### config.mk
export PLATFORM = sky130hd
export DESIGN_NAME = dcache_req_buf
export DESIGN_NICKNAME = d
export VERILOG_FILES = /design/src/dcache_geom_pkg.sv /design/src/dcache_req_buf.sv
export SDC_FILE = /design/constraint.sdc
export NUM_CORES = 1
export LEC_CHECK = 0
export ABC_AREA = 1
export BUFFER_PORTS_ARGS = -buffer_cell sky130_fd_sc_hd__buf_2
export CAP_MARGIN = 30
export CORE_MARGIN = 5
export CORE_UTILIZATION = 48
export CTS_CLUSTER_DIAMETER = 60
export DETAILED_ROUTE_END_ITERATION = 10
export PLACE_DENSITY = 0.85
export SYNTH_ARGS = -nofsm -noshare
export SYNTH_HDL_FRONTEND = slang
export SYNTH_SLANG_ARGS = --single-unit
### constraint.sdc
create_clock -name clk -period 0.85 [get_ports clk]
set_input_delay 0.2125 -clock clk [delete_from_list [all_inputs] [get_ports clk]]
set_output_delay 0.2125 -clock clk [all_outputs]
set_load 0.02 [all_outputs]
### src/dcache_geom_pkg.sv
`default_nettype none

package dcache_geom_pkg;

    ////////////////////////////////////////////////////////////
    // geometry: 16 sets x 2 ways x 4 words
    ////////////////////////////////////////////////////////////

    localparam int offset_width   = 2;  // word select inside a line
    localparam int index_width    = 4;  // set select
    localparam int tag_width      = 24; // remaining upper bits
    localparam int num_sets       = 16;
    localparam int words_per_line = 4;

    // byte address split
    //   [31:8] tag   [7:4] index   [3:2] word   [1:0] byte

    typedef logic [31:0]                     addr_t;
    typedef logic [31:0]                     word_t;
    typedef logic [3:0]                      strb_t;
    typedef logic [words_per_line*32-1:0]    line_t;
    typedef logic [tag_width-1:0]            tag_t;
    typedef logic [index_width-1:0]          index_t;
    typedef logic [offset_width-1:0]         offset_t;

endpackage

`default_nettype wire

### src/dcache_req_buf.sv
`timescale 1ns/1ns
`default_nettype none

module dcache_req_buf (
    input  wire                    clk,
    input  wire                    rstn,
    input  wire                    rbuf_we,
    input  wire                    req_wr,
    input  dcache_geom_pkg::addr_t req_addr,
    input  dcache_geom_pkg::word_t req_wdata,
    input  dcache_geom_pkg::strb_t req_wstrb,
    output logic                   buf_wr,
    output dcache_geom_pkg::addr_t buf_addr,
    output dcache_geom_pkg::word_t buf_wdata,
    output dcache_geom_pkg::strb_t buf_wstrb
);

    ////////////////////////////////////////////////////////////
    // request hold register
    ////////////////////////////////////////////////////////////

    // loaded on the accept cycle only, so the fields stay put
    // for as long as a memory request is pending
    always_ff @(posedge clk or negedge rstn) begin
        if (!rstn) begin
            buf_wr    <= 1'b0;
            buf_addr  <= '0;
            buf_wdata <= '0;
            buf_wstrb <= '0;
        end else if (rbuf_we) begin
            buf_wr    <= req_wr;    // 1 = write
            buf_addr  <= req_addr;
            buf_wdata <= req_wdata;
            buf_wstrb <= req_wstrb;
        end
    end

endmodule

`default_nettype wire

==> summary.md <==
| Metric | Value |
|---|---|
| I/O pins | `141` |
| Die area | `7010 sq um` |
| Die Y | `83.7 microns` |
| P_leak | `2.56 nW` |
| Core Area | `5200 sq um` |
| Max VDD drop | `0.00130 V` |
| Final setup margin | `-0.299 ns` |
| # rows | `26` |
| Avg Inst Size Synth | `8.93 sq um` |
| Critical path's top delay family | `flip-flops` |
| Routed wire length | `10000 microns` |
| Power density cells | `2020 nW/um^2` |
| FF+latch count, synth | `69` |
| Synth warnings | `0` |
| Routed wire per std cell | `17.9 microns` |
| First-pass GRT wire length | `13100 microns` |
| Initial Util | `50.1%` |
| RSZ-0062 raised after global routing | `yes` |
| Worst setup path startpoint | `buf_addr[20]` |
| Inserted Clock Buffers | `9` |
| Ant. Diodes | `0` |
| Setup WS pre-CTS | `-0.0190 ns` |
| Commonest non-fill, non-tap cell in the layout | `nand2_1` |
| Die X | `83.7 microns` |
| Critical Path RT | `0.64 ns` |
| Setup CP Type | `reg -> out` |
| Slowest CP cell | `dfrtp_1` |
| Finish-stage setup viols | `80` |
| Setup Skew | `0 ns` |
| Failing checks | `negative setup slack` |
| Crit path DAT | `0.94 ns` |
| Crit. End Element | `output port` |
| Least-Margin Pin Slew | `0.293 ns` |
| Crit start category | `flop` |
| Max Slew Vio Count | `0` |
| H-tree depth | `3` |
| Final Net Count | `556` |
| Initial DRT Pass Iterations | `6` |
| FF-to-FF setup slack | `-0.07 ns` |
| Max Clock Freq | `870 MHz` |
| CTS tree | `yes` |
| DRC | `0` |
| Commonest cells after routing, fill and taps aside | `202 x nand2_1, 71 x buf_2, 70 x buf_6` |
| Post-synthesis cell type count | `6` |
| Worst skew pair latency | `0.33 ns` |
| Worst path cell trace | `buf_6` |
| Antenna violations before repair | `0` |
| Total GRT Usage | `23.8%` |
| Reg2reg start | `buf_addr[30]` |
| Root Buffer | `clkbuf_8` |
| Worst Setup EP | `buf_addr[20]` |
| Status | `finished with violations` |
| CTS sink count | `69` |
| Final critical-path required period | `1.15 ns` |
| Sequential fraction of the synthesis area | `66.2%` |
| Buf+Inv Stages, Crit Path | `1` |
| Routed vias/inst | `5.08` |
| Cells after Synth | `292` |
| Worst-path clk slew | `0.08 ns` |
| Total power | `9.02 mW` |
| Hold Path Depth | `3` |
| Area grow syn2layout | `71.4%` |
| Largest net degree at the start of global routing | `47` |
| Final hold viol count | `0` |
| Vias in the first global route | `2735` |
| Hpwl dp | `4830 microns` |
| CTS max path bufs | `2` |
| Max-capacitance violation count | `0` |
| Crit path largest cell delay | `0.44 ns` |
| Crit-path max FO | `2` |
| Slew Limit Headroom | `80.4%` |
| Share of cells above drive strength 1 | `44.0%` |
| Antenna-violating nets left | `0` |
| IO buf count | `140` |
| Period utilization | `135%` |
| R2r worst-path depth | `4` |
| R2R Path End | `buf_addr[30]` |
| DR iter-0 viols | `235` |
| Fill cells | `237` |
| Levels on crit path | `1` |
| Placer Congestion | `0.857` |
| Hold Crit Class | `in -> reg` |
| Total grt overflow | `0` |
| Mapped Area | `2610 sq um` |
| Via count | `2839` |
| Syn nets | `364` |
## worst min-delay path: cells and delay by family
family / cells / cell delay, ns
buf+inv: 1 / 0.07
simple gates: 2 / 0.09
## area by class of cell
type,instances,area (sq um),share of cell area (%)
multi-input combinational,207,790,17.7
timing repair buffer,196,1630,36.6
inverter,1,6.26,0.140
sequential,69,1730,38.6
tap,70,87.6,1.96
clock buffer,13,159,3.55
clock inverter,3,67.6,1.51
## synthesized netlist by cell type, drive strengths merged
| cell type | n | share of area [%] |
|---|---|---|
| buf | 15 | 3.8 |
| dfrtp | 69 | 66 |
| inv | 1 | 0.24 |
| nand2 | 207 | 30 |
## routing by layer
| metal | vias up | global-route usage [%] | part of all wire, % |
|---|---|---|---|
| met4 | 0 | 14.0 | 4.2 |
| met1 | 1326 | 25.5 | 35 |
| met2 | 216 | 41.9 | 52 |
| li1 | 1257 | - | - |
| met3 | 40 | 6.32 | 9.1 |
| met5 | - | 0 | 0 |
## kinds of logic (layout without fill, tap and decap cells)
group                  count (synthesis)  count (layout)  share of synthesized area (%)
flip-flops                            69              69                           66.2
AND/OR/NAND/NOR                      207             207                           29.8
buffers and inverters                 16             213                           4.03
## timing repair
| item | 4_1_cts | 5_1_grt |
|---|---|---|
| endpoints found under the setup margin | 69 | 69 |
| hold buffers | 1 | 0 |
| buffers inserted | 25 | 23 |
| pin swaps | 0 | 1 |
| gates resized for setup | 138 | 6 |
| endpoints found under the hold margin | 69 | 0 |
## registers in the layout, indices dropped and copies added (netlist names)
signal     flops
buf_wr         1
buf_addr      32
buf_wdata     32
buf_wstrb      4
## worst min-delay path by stage
| stage | from | to | slack [ns] |
|---|---|---|---|
| 3_5_place_dp | rstn | buf_wdata[2] | 0.23 |
| 5_1_grt | req_wdata[16] | buf_wdata[16] | 0.06 |
| 2_1_floorplan | rstn | buf_addr[0] | -0.08 |
| 3_3_place_gp | rstn | buf_wdata[0] | 0.23 |
| 6_report | req_addr[2] | buf_addr[2] | 0.08 |
| 4_1_cts | req_addr[0] | buf_addr[0] | 0.07 |
## report_power, final
part	total [mW]	internal, mW	leakage (nW)	switching [mW]
Sequential	3.83	3.57	0.840	0.255
Combinational	2.13	1.08	1.61	1.05
Clock	3.06	1.82	0.110	1.24
## stage by stage
step | area (sq um) | setup TNS (ns) | hold WS [ns] | std cells | util (%)
5_1_grt | 4470 | -19.24 | 0.0603 | 559 | 85.9
3_5_place_dp | 3430 | -0.128 | 0.233 | 494 | 65.8
4_1_cts | 4280 | -16.19 | 0.0654 | 536 | 82.3
6_report | 4470 | -16.86 | 0.0752 | 559 | 85.9
2_1_floorplan | 2610 | 0 | -0.0831 | 292 | -
3_3_place_gp | 3430 | 0 | 0.225 | 494 | 65.8
Power figures use the tool's default switching activity.
