[config.mk]
export PLATFORM = sky130hd
export DESIGN_NAME = dcache_ctrl_fsm
export DESIGN_NICKNAME = d
export VERILOG_FILES = /design/src/dcache_geom_pkg.sv /design/src/dcache_ctrl_pkg.sv /design/src/dcache_ctrl_fsm.sv
export SDC_FILE = /design/constraint.sdc
export NUM_CORES = 1
export LEC_CHECK = 0
export BUFFER_PORTS_ARGS = -buffer_cell sky130_fd_sc_hd__buf_2
export CAP_MARGIN = 20
export CELL_PAD_IN_SITES_DETAIL_PLACEMENT = 0
export CELL_PAD_IN_SITES_GLOBAL_PLACEMENT = 1
export CORE_ASPECT_RATIO = 0.9
export CORE_MARGIN = 1
export CORE_UTILIZATION = 18
export DETAILED_ROUTE_END_ITERATION = 8
export PLACE_DENSITY_LB_ADDON = 0.1
export SLEW_MARGIN = 20
export SYNTH_ARGS = -nofsm -noshare
export SYNTH_HDL_FRONTEND = slang
export SYNTH_SLANG_ARGS = --single-unit
[constraint.sdc]
create_clock -name clk -period 1.78 [get_ports clk]
set_clock_uncertainty 0.2 [all_clocks]
set_input_delay 0.356 -clock clk [delete_from_list [all_inputs] [get_ports clk]]
set_output_delay 0.356 -clock clk [all_outputs]
set_load 0.005 [all_outputs]
[src/dcache_geom_pkg.sv]
`default_nettype none

package dcache_geom_pkg;

    ////////////////////////////////////////////////////////////
    // geometry: 16 sets x 2 ways x 4 words
    ////////////////////////////////////////////////////////////

    localparam int offset_width   = 2;  // word select inside a line
    localparam int index_width    = 4;  // set select
    localparam int tag_width      = 24; // remaining upper bits
    localparam int num_sets       = 16;
    localparam int words_per_line = 4;

    // byte address split
    //   [31:8] tag   [7:4] index   [3:2] word   [1:0] byte

    typedef logic [31:0]                     addr_t;
    typedef logic [31:0]                     word_t;
    typedef logic [3:0]                      strb_t;
    typedef logic [words_per_line*32-1:0]    line_t;
    typedef logic [tag_width-1:0]            tag_t;
    typedef logic [index_width-1:0]          index_t;
    typedef logic [offset_width-1:0]         offset_t;

endpackage

`default_nettype wire

[src/dcache_ctrl_pkg.sv]
`default_nettype none

package dcache_ctrl_pkg;

    // controller states
    typedef enum logic [2:0] {
        idle,        // waiting for a request
        lookup,      // tag compare on the buffered request
        miss_r,      // line read issued, waiting for addr_ok
        miss_r_wait, // waiting for the refill line
        miss_w,      // write-through, waiting for addr_ok
        replace      // bubble after refill
    } state_t;

    // memory size codes on the mem_size port
    typedef logic [1:0] size_t;

    localparam size_t size_word = 2'd2; // single word write
    localparam size_t size_line = 2'd3; // whole line read

endpackage

`default_nettype wire

[src/dcache_ctrl_fsm.sv]
`timescale 1ns/1ns
`default_nettype none

module dcache_ctrl_fsm (
    input  wire                     clk,
    input  wire                     rstn,
    // pipeline side
    input  wire                     req_valid,
    output logic                    req_ready,
    output logic                    rbuf_we,
    output logic                    resp_valid,
    output logic                    choose_return,
    // buffered request
    input  wire                     buf_wr,
    input  dcache_geom_pkg::addr_t  buf_addr,
    // ways and lru
    input  wire                     hit0,
    input  wire                     hit1,
    input  wire                     victim,
    output logic [1:0]              way_we,
    output logic                    refill,
    output logic                    use_en,
    output logic                    use_way,
    // memory side
    input  wire                     mem_addr_ok,
    input  wire                     mem_data_ok,
    output logic                    mem_req,
    output logic                    mem_wr,
    output dcache_ctrl_pkg::size_t  mem_size,
    output dcache_geom_pkg::addr_t  mem_addr
);

    localparam int line_lsb = dcache_geom_pkg::offset_width + 2; // first index bit

    dcache_ctrl_pkg::state_t state;
    dcache_ctrl_pkg::state_t next_state;

    logic any_hit;

    assign any_hit = hit0 | hit1;

    always_ff @(posedge clk or negedge rstn) begin
        if (!rstn) begin
            state <= dcache_ctrl_pkg::idle;
        end else begin
            state <= next_state;
        end
    end

    ////////////////////////////////////////////////////////////
    // next state
    ////////////////////////////////////////////////////////////

    always_comb begin
        next_state = state;
        case (state)
            dcache_ctrl_pkg::idle: begin
                if (req_valid) next_state = dcache_ctrl_pkg::lookup;
            end
            dcache_ctrl_pkg::lookup: begin
                if (buf_wr) begin
                    // write-through, done when memory takes it
                    if (!mem_addr_ok) next_state = dcache_ctrl_pkg::miss_w;
                    else if (req_valid) next_state = dcache_ctrl_pkg::lookup;
                    else next_state = dcache_ctrl_pkg::idle;
                end else if (any_hit) begin
                    if (req_valid) next_state = dcache_ctrl_pkg::lookup;
                    else next_state = dcache_ctrl_pkg::idle;
                end else begin
                    if (mem_addr_ok) next_state = dcache_ctrl_pkg::miss_r_wait;
                    else next_state = dcache_ctrl_pkg::miss_r;
                end
            end
            dcache_ctrl_pkg::miss_r: begin
                if (mem_addr_ok) next_state = dcache_ctrl_pkg::miss_r_wait;
            end
            dcache_ctrl_pkg::miss_r_wait: begin
                if (mem_data_ok) next_state = dcache_ctrl_pkg::replace;
            end
            dcache_ctrl_pkg::miss_w: begin
                if (mem_addr_ok) begin
                    if (req_valid) next_state = dcache_ctrl_pkg::lookup;
                    else next_state = dcache_ctrl_pkg::idle;
                end
            end
            dcache_ctrl_pkg::replace: next_state = dcache_ctrl_pkg::idle;
            default: next_state = dcache_ctrl_pkg::idle;
        endcase
    end

    ////////////////////////////////////////////////////////////
    // outputs from state and next state
    ////////////////////////////////////////////////////////////

    // fields held steady from the buffer while mem_req is up
    assign mem_size = buf_wr ? dcache_ctrl_pkg::size_word : dcache_ctrl_pkg::size_line;
    assign mem_addr = buf_wr ? {buf_addr[31:2], 2'b00}
                             : {buf_addr[31:line_lsb], {line_lsb{1'b0}}};

    always_comb begin
        req_ready     = 1'b0;
        rbuf_we       = 1'b0;
        resp_valid    = 1'b0;
        choose_return = 1'b0;
        mem_req       = 1'b0;
        mem_wr        = 1'b0;
        way_we        = 2'b00;
        refill        = 1'b0;
        use_en        = 1'b0;
        use_way       = 1'b0;
        case (state)
            dcache_ctrl_pkg::idle: begin
                req_ready = 1'b1;
                rbuf_we   = (next_state == dcache_ctrl_pkg::lookup);
            end
            dcache_ctrl_pkg::lookup: begin
                if (buf_wr) begin
                    mem_req = 1'b1;
                    mem_wr  = 1'b1;
                    way_we  = {hit1, hit0};  // merge only on a hit
                    use_en  = any_hit;
                    use_way = hit1;
                end else if (any_hit) begin
                    resp_valid = 1'b1;       // read hit answers now
                    use_en     = 1'b1;
                    use_way    = hit1;
                end else begin
                    mem_req = 1'b1;          // line read
                end
                // request finished this cycle, take the next one
                if (next_state == dcache_ctrl_pkg::lookup ||
                    next_state == dcache_ctrl_pkg::idle) begin
                    req_ready = 1'b1;
                    rbuf_we   = (next_state == dcache_ctrl_pkg::lookup);
                end
            end
            dcache_ctrl_pkg::miss_r: begin
                mem_req = 1'b1;
            end
            dcache_ctrl_pkg::miss_r_wait: begin
                if (next_state == dcache_ctrl_pkg::replace) begin
                    resp_valid    = 1'b1;
                    choose_return = 1'b1;    // forward from mem_rdata
                    refill        = 1'b1;
                    way_we        = victim ? 2'b10 : 2'b01;
                    use_en        = 1'b1;
                    use_way       = victim;
                end
            end
            dcache_ctrl_pkg::miss_w: begin
                mem_req = 1'b1;
                mem_wr  = 1'b1;
                if (next_state != dcache_ctrl_pkg::miss_w) begin
                    req_ready = 1'b1;
                    rbuf_we   = (next_state == dcache_ctrl_pkg::lookup);
                end
            end
            default: begin
                // replace is a bubble
            end
        endcase
    end

endmodule

`default_nettype wire

==> results_dict.tcl, run 1 <==
set metrics [dict create \
    drtAntennaViolNets 0 \
    period_needed_ns 1.92 \
    hold_viol 0 \
    numCtsBuffers 3 \
    io_pins 86 \
    largest_registers "state x3" \
    post-route-util 0.232 \
    synth.avg_cell_area_um2 7.48 \
    final_area_um2 790 \
    synth_top_area_frac 0.369 \
    portBuffers 24 \
    synthDistinctLibCells 30 \
    p_leak_nw 0.393 \
    synthCells 87 \
    rsz0062_at_grt "true" \
    final_nets 139 \
    setup-violations-final 7 \
    path_max_fanout 5 \
    power_density_mw_per_mm2 1390 \
    dieArea_mm2 0.00386 \
    drt-total-wl_um 1540 \
    ctsHtreeMaxLevel 1 \
    largest_reg_flops 3 \
    layout_setup_ws_ns -0.140 \
    required_ns 1.22 \
    drive_above_1_share 0.608 \
    layout_common_cells "buf_2 (24), buf_4 (12), inv_1 (4), nand3_1 (4), buf_6 (4)" \
    drv_slew 0 \
    ys_seq_area_frac 0.115 \
    coreArea_mm2 0.00340 \
    num_vias 559 \
    vdd_ir_drop_max_v 0.000203 \
    die_w_um 65.4 \
    yosys_warnings 0 \
    clock_path_buffers 2 \
    grt_pass1_vias 525 \
    preCtsSetupSlack_ns -0.0191 \
    avgRoutedWirePerCell_um 10.9 \
    grt_start_max_net_pins 8 \
    start_util 0.191 \
    max_freq_mhz 521 \
    synth_area_leaders "buf_4 (37%), dfrtp_1 (12%), buf_6 (6.9%)" \
    drt_first_pass_iters 3 \
    violations "setup timing" \
    antennaDiodeCount 0 \
    mostFrequentLayoutCell "buf_2" \
    root_buffer "clkbuf_8" \
    ys_ff_latch 3 \
    multi_input_area_um2 328 \
    drtIter0Drc 28 \
    drcViolationCount 0 \
    cts_tree "done" \
    grt_pass1_wl_um 2460 \
    regArea_um2 77.6 \
    fin_crit_sh 1.08 \
    tns_ns -0.657 \
    worst-setup-path-type "register to output port" \
    via_per_inst 3.96 \
    startpoint_type "register" \
    place_congestion 0.673 \
    num-fill-cells 407 \
    end_kind "output port" \
    cts_num_sinks 3 \
    track_usage 0.0848 \
    clk_latency_ns 0.22 \
    clkTransAtPathRegs_ns 0.03 \
    top_register "state" \
    status "finished with violations" \
    placed_area_um2 634 \
    synth_top_area_cell "buf_4" \
    grt_overflow 0 \
    maxCapViolCount 0 \
    die-height_um 59.0 \
    core.rowCount 20 \
    dp_hpwl_um 1300 \
    syn_area_um2 651 \
    hp-class "input pin to asynchronous set/reset pin" \
    antenna_found_initial 0 \
    area_growth_pct 21.3 \
    timing.critical_path.arrival_ns 1.36 \
]
-- synthesized netlist by cell type, drive strengths merged --
cell type / instances
a31oi: 3
inv: 5
o31a: 1
conb: 2
buf: 36
o31ai: 1
nand2b: 3
nor4b: 1
nand2: 3
nor3: 1
nor3b: 2
or2: 1
o211ai: 1
dfrtp: 3
and2: 2
nor2: 5
nand3: 5
nand4b: 2
a21o: 1
a21oi: 3
nand3b: 1
nor2b: 1
o21ai: 4
-- critical path, stage by stage, from the launching register on --
cell and delay (ns):
dfrtp_2 0.43, buf_4 0.15, nand2b_4 0.13, or2_1 0.21
a21oi_2 0.11, buf_2 0.12
-- layout make-up --
class,instances,area share
Clock buffer,4,0.0571
Inverter,5,0.0238
Multi-Input combinational cell,44,0.415
Sequential cell,3,0.0983
Tap cell,44,0.0697
Timing Repair Buffer,41,0.336
-- kinds of logic after synthesis --
logic type | after synthesis | synth area share
buf+inv | 41 | 0.467
compound gates | 14 | 0.142
flops | 3 | 0.115
simple gates | 27 | 0.263
other cells | 2 | 0.0115
-- metrics by stage --
step / hold slack, ns / total power [mW] / cells
final: 0.268 / 1.10 / 141
after global routing: 0.293 / 1.20 / 141
after CTS: 0.270 / 1.07 / 139
after detailed placement: -0.0472 / 0.760 / 132
after global placement: -0.0461 / 0.765 / 132
after floorplan: -0.140 / 0.559 / 88
-- routing by layer --
metal / GRT usage / wire [µm] / vias up
met5: 0 / 0 / -
met4: 0.0497 / 17 / 0
met3: 0.0288 / 105 / 4
met2: 0.141 / 799 / 22
met1: 0.0942 / 618 / 263
li1: - / - / 270
-- final timing paths --
path	from	to	slack, ns	depth (start not counted)
min reg2reg	state[2]	state[1]	0.59	5
min	rstn	state[2]	0.27	2
min in group clk	req_valid	state[0]	0.27	3
max	state[1]	way_we[1]	-0.14	5
max in group asynchronous	rstn	state[1]	0.99	2
max reg2reg	state[0]	state[1]	0.41	6
-- power by group --
part	switching, mW	internal [mW]
clock	0.0444	0.153
sequential	0.0401	0.101
combinational	0.325	0.438
total	0.409	0.692
-- timing repair --
item                       CTS  global route
gates resized for setup     10             7
pin swaps                    4             4
setup buffers                2             2
setup endpoints to repair    8            11
hold buffers                 1             0
cloned                       0             0
hold endpoints to repair     3             0
No activity file was read; power rests on OpenSTA's default activity.
==> run 2: changes to the inputs <==
- CORE_ASPECT_RATIO: 0.9 -> unset
- CORE_UTILIZATION: 18 -> 19
- CTS_BUF_LIST: unset -> sky130_fd_sc_hd__clkbuf_2 sky130_fd_sc_hd__clkbuf_4 sky130_fd_sc_hd__clkbuf_8
==> run 2 against run 1 <==
The flow still finishes with violations (setup timing). Power up 6.8%. Flip-flop and latch count is the same. Sequential power up 12%. Utilization rose by 4.4 points. Largest cell class is now buffers. Highest routed layer unchanged.
==> results_dict.tcl, run 2 (synthesis results as in run 1) <==
set metrics [dict create \
    portBuffers 24 \
    maxCapViolCount 0 \
    worstReg2RegStart "state[0]" \
    hp-class "input pin to register" \
    setup-violations-final 10 \
    dp_hpwl_um 1200 \
    slowest_stage "dfrtp_2" \
    instances_no_fill 146 \
    required_ns 1.22 \
    clock_path_buffers 2 \
    top_register "state" \
    largest_registers "state x3" \
    layout_common_cells "buf_2 (22), buf_4 (14), buf_6 (6)" \
    fin_crit_sh 1.14 \
    area_growth_pct 33.7 \
    grt_start_max_net_pins 9 \
    critPathMostFrequentCell "buf_4" \
    cts_num_sinks 3 \
    period_needed_ns 2.02 \
    coreArea_mm2 0.00315 \
    startpoint_type "register" \
    path_max_fanout 6 \
    final_area_um2 870 \
    drt_first_pass_iters 4 \
    drt-total-wl_um 1560 \
    cpPeakStageDelay_ns 0.46 \
    grt_overflow 0 \
    num_vias 589 \
    cts_tree "done" \
    p_leak_nw 0.426 \
    worst-setup-path-type "register to output port" \
    start_util 0.206 \
    largest_reg_flops 3 \
    ctsHtreeMaxLevel 1 \
    max_freq_mhz 494 \
    place_congestion 0.661 \
    core.rowCount 20 \
    grt_pass1_vias 561 \
    die_w_um 60.5 \
    antenna_found_initial 0 \
    placed_area_um2 627 \
    layout_setup_ws_ns -0.243 \
    drcViolationCount 0 \
    hold_viol 0 \
    die-height_um 60.5 \
    vdd_ir_drop_max_v 0.000218 \
    drive_above_1_share 0.637 \
    status "finished with violations" \
    clk_latency_ns 0.23 \
    timing.critical_path.arrival_ns 1.47 \
    drtAntennaViolNets 0 \
    power_density_mw_per_mm2 1350 \
    drtIter0Drc 14 \
    via_per_inst 4.03 \
    antennaDiodeCount 0 \
    mostFrequentLayoutCell "buf_2" \
    end_kind "output port" \
    crit_path_cell_trace "buf_4 -> buf_4 -> nor2b_1 -> o31a_1 -> buf_2" \
    io_pins 86 \
    drv_slew 0 \
    grt_pass1_wl_um 2350 \
    crit_start "state[1]" \
    avgRoutedWirePerCell_um 10.7 \
    root_buffer "clkbuf_4" \
    track_usage 0.0861 \
    dieArea_mm2 0.00366 \
    dpl.cell_count 131 \
    hp-start "req_valid" \
    violations "setup timing" \
    numCtsBuffers 3 \
    rsz0062_at_grt "true" \
    final_nets 144 \
    whs_ns 0.224 \
    clkTransAtPathRegs_ns 0.04 \
]
==> run 2: cell type report <==
cell class              instances  area [µm²]
well taps                      44        55.1
inverters                       5        21.3
fillers                       359        2280
repair buffers                 46         348
flip-flops and latches          3        77.6
multi-input cells              44         338
clock buffers                   4        30.0
==> run 2: per-stage QoR <==
step | utilization | power, mW | setup TNS (ns) | worst slack (ns)
global route | 0.276 | 1.27 | -2.13 | -0.303
CTS | 0.256 | 1.12 | -1.41 | -0.247
global placement | 0.199 | 0.752 | -0.0529 | -0.0529
finish | 0.276 | 1.18 | -1.21 | -0.243
detailed placement | 0.199 | 0.745 | -0.0474 | -0.0474
floorplan | - | 0.559 | 0 | 0.162
==> run 2: worst max-delay path: cells and delay by family, from the launching register on <==
family | cells | cell delay (ns)
and+or+nand+nor | 1 | 0.12
DFF | 1 | 0.46
AOI/OAI and AO/OA | 1 | 0.23
buffers and inverters | 3 | 0.41
==> run 2: final timing paths <==
kind,endpoint,slack [ns],cells after the start
max reg2reg,state[2],0.28,6
min reg2reg,state[1],0.55,5
min,state[0],0.22,3
max,mem_req,-0.24,5
min in group asynchronous,state[2],0.24,2
max in group asynchronous,state[0],1.02,2
==> run 2: routing by layer <==
layer  up-vias  share of wire  GRT usage
li1        283              -          -
met1       277           0.35     0.0846
met2        23           0.57      0.166
met3         6          0.064     0.0107
met4         0          0.012     0.0584
met5         -              0          0
==> run 2: where the power goes <==
group	total (mW)	leakage (nW)	internal (mW)	switching, mW
logic	0.881	0.371	0.544	0.337
clock network	0.136	0.0184	0.0993	0.0365
registers	0.158	0.0362	0.101	0.0577
==> run 2: what timing repair did <==
| action | 4_1_cts | 5_1_grt |
|---|---|---|
| pin swaps | 6 | 5 |
| hold buffers | 1 | 0 |
| endpoints found under the setup margin | 11 | 11 |
| gates resized for setup | 15 | 9 |
| setup buffers | 6 | 5 |
| endpoints found under the hold margin | 3 | 0 |
