--- src/dcache_geom_pkg.sv ---
`default_nettype none

package dcache_geom_pkg;

    ////////////////////////////////////////////////////////////
    // geometry: 16 sets x 2 ways x 4 words
    ////////////////////////////////////////////////////////////

    localparam int offset_width   = 2;  // word select inside a line
    localparam int index_width    = 4;  // set select
    localparam int tag_width      = 24; // remaining upper bits
    localparam int num_sets       = 16;
    localparam int words_per_line = 4;

    // byte address split
    //   [31:8] tag   [7:4] index   [3:2] word   [1:0] byte

    typedef logic [31:0]                     addr_t;
    typedef logic [31:0]                     word_t;
    typedef logic [3:0]                      strb_t;
    typedef logic [words_per_line*32-1:0]    line_t;
    typedef logic [tag_width-1:0]            tag_t;
    typedef logic [index_width-1:0]          index_t;
    typedef logic [offset_width-1:0]         offset_t;

endpackage

`default_nettype wire

--- src/dcache_lru.sv ---
`timescale 1ns/1ns
`default_nettype none

module dcache_lru (
    input  wire                     clk,
    input  wire                     rstn,
    input  dcache_geom_pkg::index_t index,
    input  wire                     use_en,
    input  wire                     use_way,
    output logic                    victim
);

    // one bit per set, names the way to replace next
    logic [dcache_geom_pkg::num_sets-1:0] lru_bits;

    always_ff @(posedge clk or negedge rstn) begin
        if (!rstn) begin
            lru_bits <= '0; // way 0 goes first
        end else if (use_en) begin
            lru_bits[index] <= ~use_way; // point at the other way
        end
    end

    // combinational read for the buffered set
    assign victim = lru_bits[index];

endmodule

`default_nettype wire

--- config.mk ---
export PLATFORM = sky130hd
export DESIGN_NAME = dcache_lru
export DESIGN_NICKNAME = d
export VERILOG_FILES = /design/src/dcache_geom_pkg.sv /design/src/dcache_lru.sv
export SDC_FILE = /design/constraint.sdc
export NUM_CORES = 1
export LEC_CHECK = 0
export BUFFER_PORTS_ARGS = -buffer_cell sky130_fd_sc_hd__buf_2
export CAP_MARGIN = 40
export CORE_AREA = 2 2 47 67
export DETAILED_ROUTE_END_ITERATION = 16
export DIE_AREA = 0 0 49 69
export PLACE_DENSITY = 0.5
export REMOVE_ABC_BUFFERS = 1
export SETUP_SLACK_MARGIN = 0.3
export SYNTH_ARGS = -nofsm -noshare
export SYNTH_HDL_FRONTEND = slang
export SYNTH_SLANG_ARGS = --single-unit
--- constraint.sdc ---
create_clock -name clk -period 1.39 [get_ports clk]
set_input_delay 0 -clock clk [delete_from_list [all_inputs] [get_ports clk]]
set_output_delay 0 -clock clk [all_outputs]
set_load 0.05 [all_outputs]
==> summary.txt, run 1 <==
Worst setup path
  – CP Max Fanout: 2
  – Cell family contributing the most delay on the critical path: multiplexers
  – Worst path slowest cell: mux4_2
  – Worst path cell trace: mux4_2, a22oi_2, nand3_2, buf_6
  – Slowest Stage Delay on Critical Path: roughly 0.48 ns
  – Type of the worst setup path: reg2out
  – CP startpoint kind: flip-flop
  – CP bufs+invs: 1
  – Endpoint type of the worst setup path: primary output
  – Worst Path Required: between 1 and 1.5 ns
  – Arrival @ worst endpoint: 1.54 ns

Layout
  – Layout Cells excl Fill: 117
  – FF+latch area: between 400 and 500 um2
  – Largest registers: lru_bits x16
  – Area grow syn2layout: 16.5%
  – Biggest register: lru_bits
  – Multi-input logic area: ~380 um2
  – Commonest cells after routing, fill and taps aside: a31oi_1 (16), dfrtp_1 (16), a21oi_1 (12)
  – Proportion of layout cells with a drive suffix above 1: 0.313
  – Final net count: 89
  – Post-layout util: 0.348
  – Fill cells: approximately 280
  – Max FFs per register: 16
  – Inserted Diodes: 0

STA
  – Pins over their slew limit: 0
  – Post-Route Skew: 0 ns
  – FMAX: around 650 MHz
  – Crit path time final: 1.54 ns
  – Number of hold violations in the final report: 0
  – RSZ-0062 raised after global routing: yes
  – Slew headroom: 0.749
  – Hold Slack: roughly 0.11 ns
  – Final WS setup: -0.145 ns
  – Setup-failing EPs final: 1
  – Final Cycle Share: 1.10
  – Slew @ Worst Pin: 0.377 ns

Place
  – IO buf count: 8
  – RD Place Congestion: about 0.75
  – Placed insts: roughly 110
  – Worst slack at placement: 0.0800 ns
  – Hpwl dp: about 1200 um

Power and ir drop
  – Worst VDD drop: 0.000669 V
  – Gate power share: 0.237
  – P_leak: roughly 0.00039 uW
  – Net Sw Frac: 0.277
  – Power Density: approximately 1400 nW/um2
  – Switching power: 378 uW
  – Seq pwr share: 0.461
  – Clk network pwr share: 0.301
  – Internal Power: ~990 uW

GRT
  – Global Route met1 Usage: 0.155
  – Largest net degree at the start of global routing: 17
  – First-pass GRT wire length: 3030 um
  – GRT Overall Usage: 0.120
  – Grt peak-use layer: met2
  – Vias in the first global route: 623
  – Initial antenna violation count: 0
  – GRT met2 Usage: 0.181
  – GR Overflow Total: 0
  – Routing usage on met3: 0.0216

Synthesis
  – Average size of a mapped cell: ~11 um2
  – Yosys top cell area share: 0.480
  – Number of synthesized register bits: 16
  – Netlist cell types: 18
  – Area leader, netlist: dfrtp_1
  – Register area share after synthesis: 0.480
  – Top cells by area, synth: dfrtp_1 (48%), a31oi_1 (12%), a21oi_1 (7.2%), mux4_1 (6.3%), mux4_2 (5.4%)
  – Synth Instances: 74
  – Yosys Warn Count: 0
  – Synthesized cell area: 833 um2

Floorplan
  – Die width: slightly below 50 um
  – Row cnt: 23
  – Initial Util: 0.299
  – Core area: approximately 2800 um2
  – Chip height: approximately 69 um
  – Die Area: ~3400 um2
  – I/O Pins: 9

Route
  – Post-DRT Antenna Nets: 0
  – DRT Pass-1 Iters: 4
  – # DRC: 0
  – Total Wirelength: 1770 um
  – DR vias: ~630
  – Routed len/inst: roughly 15 um
  – Vias per inst: 5.37
  – DRT iter0 DRCs: 12

Status
  – Status: complete, but fails checks
  – Violated checks: setup timing

CTS
  – CTS root buffer: clkbuf_8
  – Worst-path clk slew: 0.06 ns
  – TritonCTS clock tree: built
  – H-Tree Depth: 1
  – Worst skew pair latency: about 0.25 ns
  – Clock buffer count from CTS: 3
  – Clk sinks: 16
  – Clock Path Buffers: 2

Hold path
  – Hold Path Class: in2reg

Run
  – Max capacitance violation total: 0
## final cells by class
| type | count | area share |
|---|---|---|
| Sequential cell | 16 | 0.412 |
| Multi-Input combinational cell | 47 | 0.394 |
| Timing Repair Buffer | 13 | 0.0889 |
| Clock buffer | 4 | 0.0567 |
| Tap cell | 37 | 0.0477 |
## path summary, 6_finish.rpt
kind	cells after the start	startpoint	slack [ns]	end
max	4	lru_bits[3]	-0.15	victim
min	2	index[3]	0.11	lru_bits[13]
max reg2reg	2	lru_bits[14]	0.67	lru_bits[14]
min reg2reg	2	lru_bits[3]	0.55	lru_bits[3]
max in group asynchronous	2	rstn	0.94	lru_bits[8]
min in group asynchronous	2	rstn	0.19	lru_bits[0]
## stage by stage
step / TNS, ns / instance area (um2) / power, uW
6_report: -0.145 / 971 / 1370
5_1_grt: -0.219 / 971 / 1460
3_5_place_dp: 0 / 895 / 952
4_1_cts: -0.162 / 966 / 1380
2_1_floorplan: 0 / 778 / 844
3_3_place_gp: 0 / 895 / 944
## routing by layer
metal	wire, um	share of wire	up-vias
li1	-	-	302
met1	798	0.45	312
met2	869	0.49	9
met3	47	0.027	5
met4	53	0.030	0
met5	0	0	-
## Yosys cell counts
| cell type | n |
|---|---|
| a21oi_1 | 12 |
| a22oi_2 | 1 |
| a31oi_1 | 16 |
| a41oi_1 | 4 |
| and3_2 | 1 |
| and3b_2 | 2 |
| buf_1 | 1 |
| buf_2 | 5 |
| buf_6 | 1 |
| clkbuf_1 | 4 |
| dfrtp_1 | 16 |
| mux4_1 | 2 |
| mux4_2 | 2 |
| nand2_1 | 1 |
| nand3_1 | 2 |
| nor2_2 | 1 |
| nor2b_1 | 2 |
| nor3b_2 | 1 |
## power by group through the flow
| stage | clock [uW] | combinational [uW] | sequential, uW |
|---|---|---|---|
| final | 412 | 324 | 630 |
| after global routing | 452 | 363 | 646 |
| after CTS | 425 | 325 | 632 |
| after detailed placement | 0 | 312 | 640 |
| after global placement | 0 | 304 | 640 |
| after floorplan | 0 | 223 | 621 |
## logic make-up after synthesis
family	share of synthesized area
and+or+nand+nor	0.0871
muxes	0.117
AOI/OAI and AO/OA	0.249
buffers and inverters	0.0661
DFF	0.480
## timing repair
action                                 in CTS  in global routing
hold buffers                                1                  0
endpoints found under the hold margin      16                  0
gates resized for setup                     2                  1
buffers inserted                            0                  0
pin swaps                                   1                  0
setup endpoints to repair                   1                  1
No activity file was read; power rests on OpenSTA's default activity.
==> run 2, diff against run 1 <==
--- a/config.mk
+++ b/config.mk
@@ -5,11 +5,12 @@
 export SDC_FILE = /design/constraint.sdc
 export NUM_CORES = 1
 export LEC_CHECK = 0
+export ABC_AREA = 1
 export BUFFER_PORTS_ARGS = -buffer_cell sky130_fd_sc_hd__buf_2
 export CAP_MARGIN = 40
-export CORE_AREA = 2 2 47 67
+export CORE_AREA = 2 2 49 69
 export DETAILED_ROUTE_END_ITERATION = 16
-export DIE_AREA = 0 0 49 69
+export DIE_AREA = 0 0 51 71
 export PLACE_DENSITY = 0.5
 export REMOVE_ABC_BUFFERS = 1
 export SETUP_SLACK_MARGIN = 0.3
==> summary.txt, run 2 <==
GRT
  – Vias in the first global route: 838
  – Largest net degree at the start of global routing: 17
  – GR Overflow Total: 0
  – GRT Overall Usage: 0.141
  – Initial antenna violation count: 0
  – First-pass GRT wire length: a little under 4000 um

Worst setup path
  – Arrival @ worst endpoint: roughly 1.2 ns
  – Type of the worst setup path: reg2out
  – CP Max Fanout: 2
  – Worst Path Required: around 1.4 ns
  – Critical Path Start: lru_bits[11]
  – Endpoint type of the worst setup path: primary output
  – Worst r2r src: lru_bits[11]
  – CP startpoint kind: flip-flop

Route
  – DRT iter0 DRCs: 19
  – DR vias: a little over 800
  – Vias per inst: between 4 and 5
  – DRT Pass-1 Iters: 4
  – # DRC: 0
  – Total Wirelength: approximately 2100 um
  – Routed len/inst: 12.3 um
  – Post-DRT Antenna Nets: 0

Layout
  – Largest registers: lru_bits x16
  – Commonest non-fill, non-tap cell in the layout: nand2_1
  – Commonest cells after routing, fill and taps aside: nand2_1 (55), dfrtp_1 (16), nor2_1 (13)
  – Max FFs per register: 16
  – Proportion of layout cells with a drive suffix above 1: 0.163
  – Final net count: approximately 140
  – Layout Cells excl Fill: approximately 170
  – Fill cells: around 340
  – Inserted Diodes: 0
  – Post-route cell area: between 1000 and 1500 um2
  – Biggest register: lru_bits
  – Area grow syn2layout: 15.3%

STA
  – Setup-failing EPs final: 0
  – FMAX: between 800 and 900 MHz
  – Final Cycle Share: 0.887
  – Crit path time final: between 1 and 1.5 ns
  – Final WS setup: roughly 0.16 ns
  – RSZ-0062 raised after global routing: yes
  – Slew @ Worst Pin: about 0.45 ns
  – Post-Route Skew: 0 ns
  – Pins over their slew limit: 0
  – Sum Neg Setup Slack: 0 ns
  – Slew headroom: 0.699
  – Number of hold violations in the final report: 0

Floorplan
  – Initial Util: 0.296
  – Chip height: a little over 70 um
  – Row cnt: 24
  – I/O Pins: 9
  – Die Area: ~3600 um2
  – Core area: between 3000 and 4000 um2
  – Die width: approximately 51 um

Synthesis
  – Yosys Warn Count: 0
  – Area leader, netlist: dfrtp_1
  – Number of synthesized register bits: 16
  – Register area share after synthesis: 0.446
  – Average size of a mapped cell: 7.19 um2
  – Synth Instances: ~130
  – Main synth FF type: dfrtp_1
  – Fraction of registers with async set/reset: 1.00
  – Most instantiated library cell after synthesis: nand2_1
  – Most frequent cells after synthesis: nand2_1 (55), dfrtp_1 (16), nor2_1 (13)
  – Synthesized cell area: 898 um2
  – Top cells by area, synth: dfrtp_1 (45%), nand2_1 (23%), a21oi_1 (5.6%), nor2_1 (5.4%), nor2_4 (3.8%)
  – EDFF count, synth: 0
  – Netlist cell types: 17
  – Yosys top cell area share: 0.446

Place
  – Worst slack at placement: approximately 0.28 ns
  – RD Place Congestion: ~0.83
  – IO buf count: 8
  – Post-DP Area: 965 um2
  – Placed insts: 169
  – Hpwl dp: between 1500 and 2000 um

Power and ir drop
  – Worst VDD drop: 0.000344 V
  – Pwr Total: between 1000 and 1500 uW
  – Power Density: roughly 1300 nW/um2
  – P_leak: between 0.0005 and 0.0006 uW

CTS
  – CTS root buffer: clkbuf_8
  – Clk sinks: 16
  – Clock Path Buffers: 2
  – Worst-path clk slew: 0.06 ns
  – Clock buffer count from CTS: 3
  – Worst skew pair latency: ~0.25 ns
  – TritonCTS clock tree: built
  – H-Tree Depth: 1
  – Post-CTS Setup Bufs: 0

Run
  – Max capacitance violation total: 0

Status
  – Status: finished, final reports clean

Hold path
  – Min-delay src: use_en
  – Hold Path Class: in2reg
run 2: logic make-up after synthesis:
kind of cell           count (synthesis)  synth area share
DFF                                   16             0.446
and+or+nand+nor                       76             0.370
AOI/OAI and AO/OA                     20             0.117
buffers and inverters                 13            0.0669
run 2: critical path, stage by stage (launching register included):
cell and delay (ns):
dfrtp_1 0.39, nand2_1 0.09, nand2_1 0.05, nand2_1 0.05, nand2_1 0.05, nand2_1 0.05, nand2_1 0.05, inv_1 0.05
nand2_1 0.05, buf_6 0.15
run 2: metrics by stage:
stage / hold slack, ns / util
after global routing: 0.149 / 0.342
after CTS: 0.101 / 0.342
after floorplan: -0.296 / -
after detailed placement: -0.0577 / 0.318
final: 0.106 / 0.342
after global placement: -0.0607 / 0.318
run 2: metal layers:
| layer | GRT usage | wire, um | up-vias |
|---|---|---|---|
| li1 | - | - | 417 |
| met1 | 0.182 | 945 | 360 |
| met2 | 0.218 | 1050 | 19 |
| met3 | 0.0253 | 69 | 9 |
| met4 | 0.0811 | 72 | 0 |
| met5 | 0 | 0 | - |
run 2: timing repair:
| action | in CTS | in global routing |
|---|---|---|
| pin swaps | 6 | 0 |
| endpoints found under the hold margin | 16 | 0 |
| resized for setup | 2 | 0 |
| endpoints found under the setup margin | 1 | 1 |
| hold buffers | 1 | 0 |
run 2: report_power, final:
part | switching (uW) | total [uW] | internal, uW | leakage [uW]
clock network | 168 | 419 | 252 | 0.0000288
logic | 190 | 308 | 118 | 0.000291
registers | 55.0 | 626 | 571 | 0.000190
run 2: layout make-up:
| type | count | area, um2 | area share |
|---|---|---|---|
| Multi-Input combinational cell | 96 | 438 | 0.423 |
| Sequential cell | 16 | 400 | 0.386 |
| Timing Repair Buffer | 9 | 56.3 | 0.0543 |
| Clock buffer | 4 | 55.1 | 0.0531 |
| Tap cell | 39 | 48.8 | 0.0471 |
| Inverter | 10 | 37.5 | 0.0362 |
run 2: worst paths after layout:
kind / end / slack, ns / cells past startpoint
hold reg to reg: lru_bits[2] / 0.49 / 2
hold / removal: lru_bits[2] / 0.11 / 3
max in group asynchronous: lru_bits[11] / 0.92 / 2
setup / recovery: victim / 0.16 / 9
min in group asynchronous: lru_bits[8] / 0.20 / 2
setup reg to reg: lru_bits[11] / 0.67 / 2
==> run 3, diff against run 2 <==
--- a/config.mk
+++ b/config.mk
@@ -8,9 +8,9 @@
 export ABC_AREA = 1
 export BUFFER_PORTS_ARGS = -buffer_cell sky130_fd_sc_hd__buf_2
 export CAP_MARGIN = 40
-export CORE_AREA = 2 2 49 69
+export CORE_AREA = 2 2 57 59
 export DETAILED_ROUTE_END_ITERATION = 16
-export DIE_AREA = 0 0 51 71
+export DIE_AREA = 0 0 59 61
 export PLACE_DENSITY = 0.5
 export REMOVE_ABC_BUFFERS = 1
 export SETUP_SLACK_MARGIN = 0.3
==> summary.txt, run 3 (same netlist as run 2, synthesis figures left out) <==
Worst setup path
  – Type of the worst setup path: reg2out
  – Critical Path Start: lru_bits[10]
  – Worst Path Required: roughly 1.4 ns
  – CP startpoint kind: flip-flop
  – Worst r2r src: lru_bits[7]
  – Endpoint type of the worst setup path: primary output
  – Worst path cell trace: nand2_1, nand2_1, nand2_1, nand2_1, nand2_1, nand2_1, inv_1, nand2_1, buf_6
  – Slowest Stage Delay on Critical Path: approximately 0.40 ns
  – Worst path slowest cell: dfrtp_1
  – Critical Path Most Common Cell: nand2_1
  – CP Max Fanout: 2
  – Arrival @ worst endpoint: ~1.3 ns

STA
  – Sum Neg Setup Slack: 0 ns
  – Slew headroom: 0.711
  – RSZ-0062 raised after global routing: yes
  – Final WS setup: 0.139 ns
  – Crit path time final: ~1.3 ns
  – Slew @ Worst Pin: 0.432 ns
  – Post-Route Skew: 0 ns
  – Final Cycle Share: 0.900
  – FMAX: ~800 MHz
  – Pins over their slew limit: 0
  – Setup-failing EPs final: 0
  – Number of hold violations in the final report: 0

Floorplan
  – Core area: 2950 um2
  – Initial Util: 0.304
  – Chip height: ~60 um
  – Row cnt: 20
  – Die width: 59 um
  – Die Area: roughly 3600 um2
  – I/O Pins: 9

Place
  – RD Place Congestion: a little over 0.8
  – IO buf count: 8
  – Worst slack at placement: approximately 0.33 ns
  – Post-DP Area: approximately 960 um2
  – Hpwl dp: about 1500 um
  – Placed insts: 163

Layout
  – Commonest cells after routing, fill and taps aside: nand2_1 (55), dfrtp_1 (16), nor2_1 (13)
  – Post-route cell area: 1030 um2
  – Post-layout util: 0.350
  – Inserted Diodes: 0
  – Layout Cells excl Fill: between 150 and 200
  – Area grow syn2layout: 14.9%
  – Biggest register: lru_bits
  – Proportion of layout cells with a drive suffix above 1: 0.181
  – Max FFs per register: 16
  – Largest registers: lru_bits x16
  – Fill cells: ~320
  – Final net count: approximately 150
  – Commonest non-fill, non-tap cell in the layout: nand2_1

CTS
  – CTS root buffer: clkbuf_4
  – H-Tree Depth: 1
  – TritonCTS clock tree: built
  – Worst skew pair latency: ~0.28 ns
  – Clock Path Buffers: 2
  – Clock buffer count from CTS: 3
  – Clk sinks: 16
  – Worst-path clk slew: approximately 0.10 ns

Power and ir drop
  – Power Density: 1230 nW/um2
  – Worst VDD drop: approximately 0.00028 V
  – P_leak: 0.000516 uW

Route
  – Vias per inst: ~4.7
  – # DRC: 0
  – Routed len/inst: 11.3 um
  – Total Wirelength: roughly 1900 um
  – DRT iter0 DRCs: 27
  – Post-DRT Antenna Nets: 0
  – DRT Pass-1 Iters: 4
  – DR vias: 803

Run
  – Max capacitance violation total: 0

Hold path
  – Min-delay src: use_en
  – Hold Path Class: in2reg

GRT
  – GR Overflow Total: 0
  – Largest net degree at the start of global routing: 17
  – GRT Overall Usage: 0.125
  – Vias in the first global route: around 760
  – First-pass GRT wire length: around 3300 um
  – Initial antenna violation count: 0

Status
  – Status: finished, final reports clean
## run 3: cell count changes in the layout (fill, tap and decap cells not counted), sizes merged
| cell | change |
|---|---|
| buf | +3 |
## run 3: power by group
part / switching (uW) / internal, uW
clock: 149 / 159
sequential: 60.0 / 570
combinational: 186 / 140
## run 3: per-stage QoR
stage	hold slack, ns	total power, uW
after floorplan	-0.296	834
after global placement	-0.0619	932
after detailed placement	-0.0602	933
after CTS	0.0645	1280
after global routing	0.0654	1370
final	0.0668	1260
## run 3: final timing paths
check                         endpoint  slack, ns  depth (start not counted)
max reg2reg                lru_bits[7]       0.59                          3
min                        lru_bits[1]       0.07                          3
max in group asynchronous  lru_bits[8]       0.96                          2
min reg2reg                lru_bits[1]       0.50                          2
min in group asynchronous  lru_bits[1]       0.16                          2
max                             victim       0.14                          9
## run 3: area by class of cell
class,count,area (um2),area share
Multi-Input combinational cell,96,438,0.424
Inverter,10,37.5,0.0364
Clock buffer,4,36.3,0.0352
Tap cell,33,41.3,0.0400
Timing Repair Buffer,12,78.8,0.0764
Sequential cell,16,400,0.388
## run 3: critical path, delay by kind of cell (launching register included)
kind                   cells  cell delay [ns]
buffers and inverters      2             0.19
flip-flops                 1             0.40
AND/OR/NAND/NOR            7             0.38
## run 3: layer usage
metal	track usage	wire [um]
met1	0.161	945
met2	0.208	904
met3	0.0192	63
met4	0.0584	18
met5	0	0
## run 3: repair_timing
item / in CTS / in global routing
pin swaps: 6 / 2
resized for setup: 2 / 0
hold buffers: 1 / 0
setup endpoints to repair: 1 / 1
hold endpoints to repair: 16 / 0
setup buffers: 3 / 0
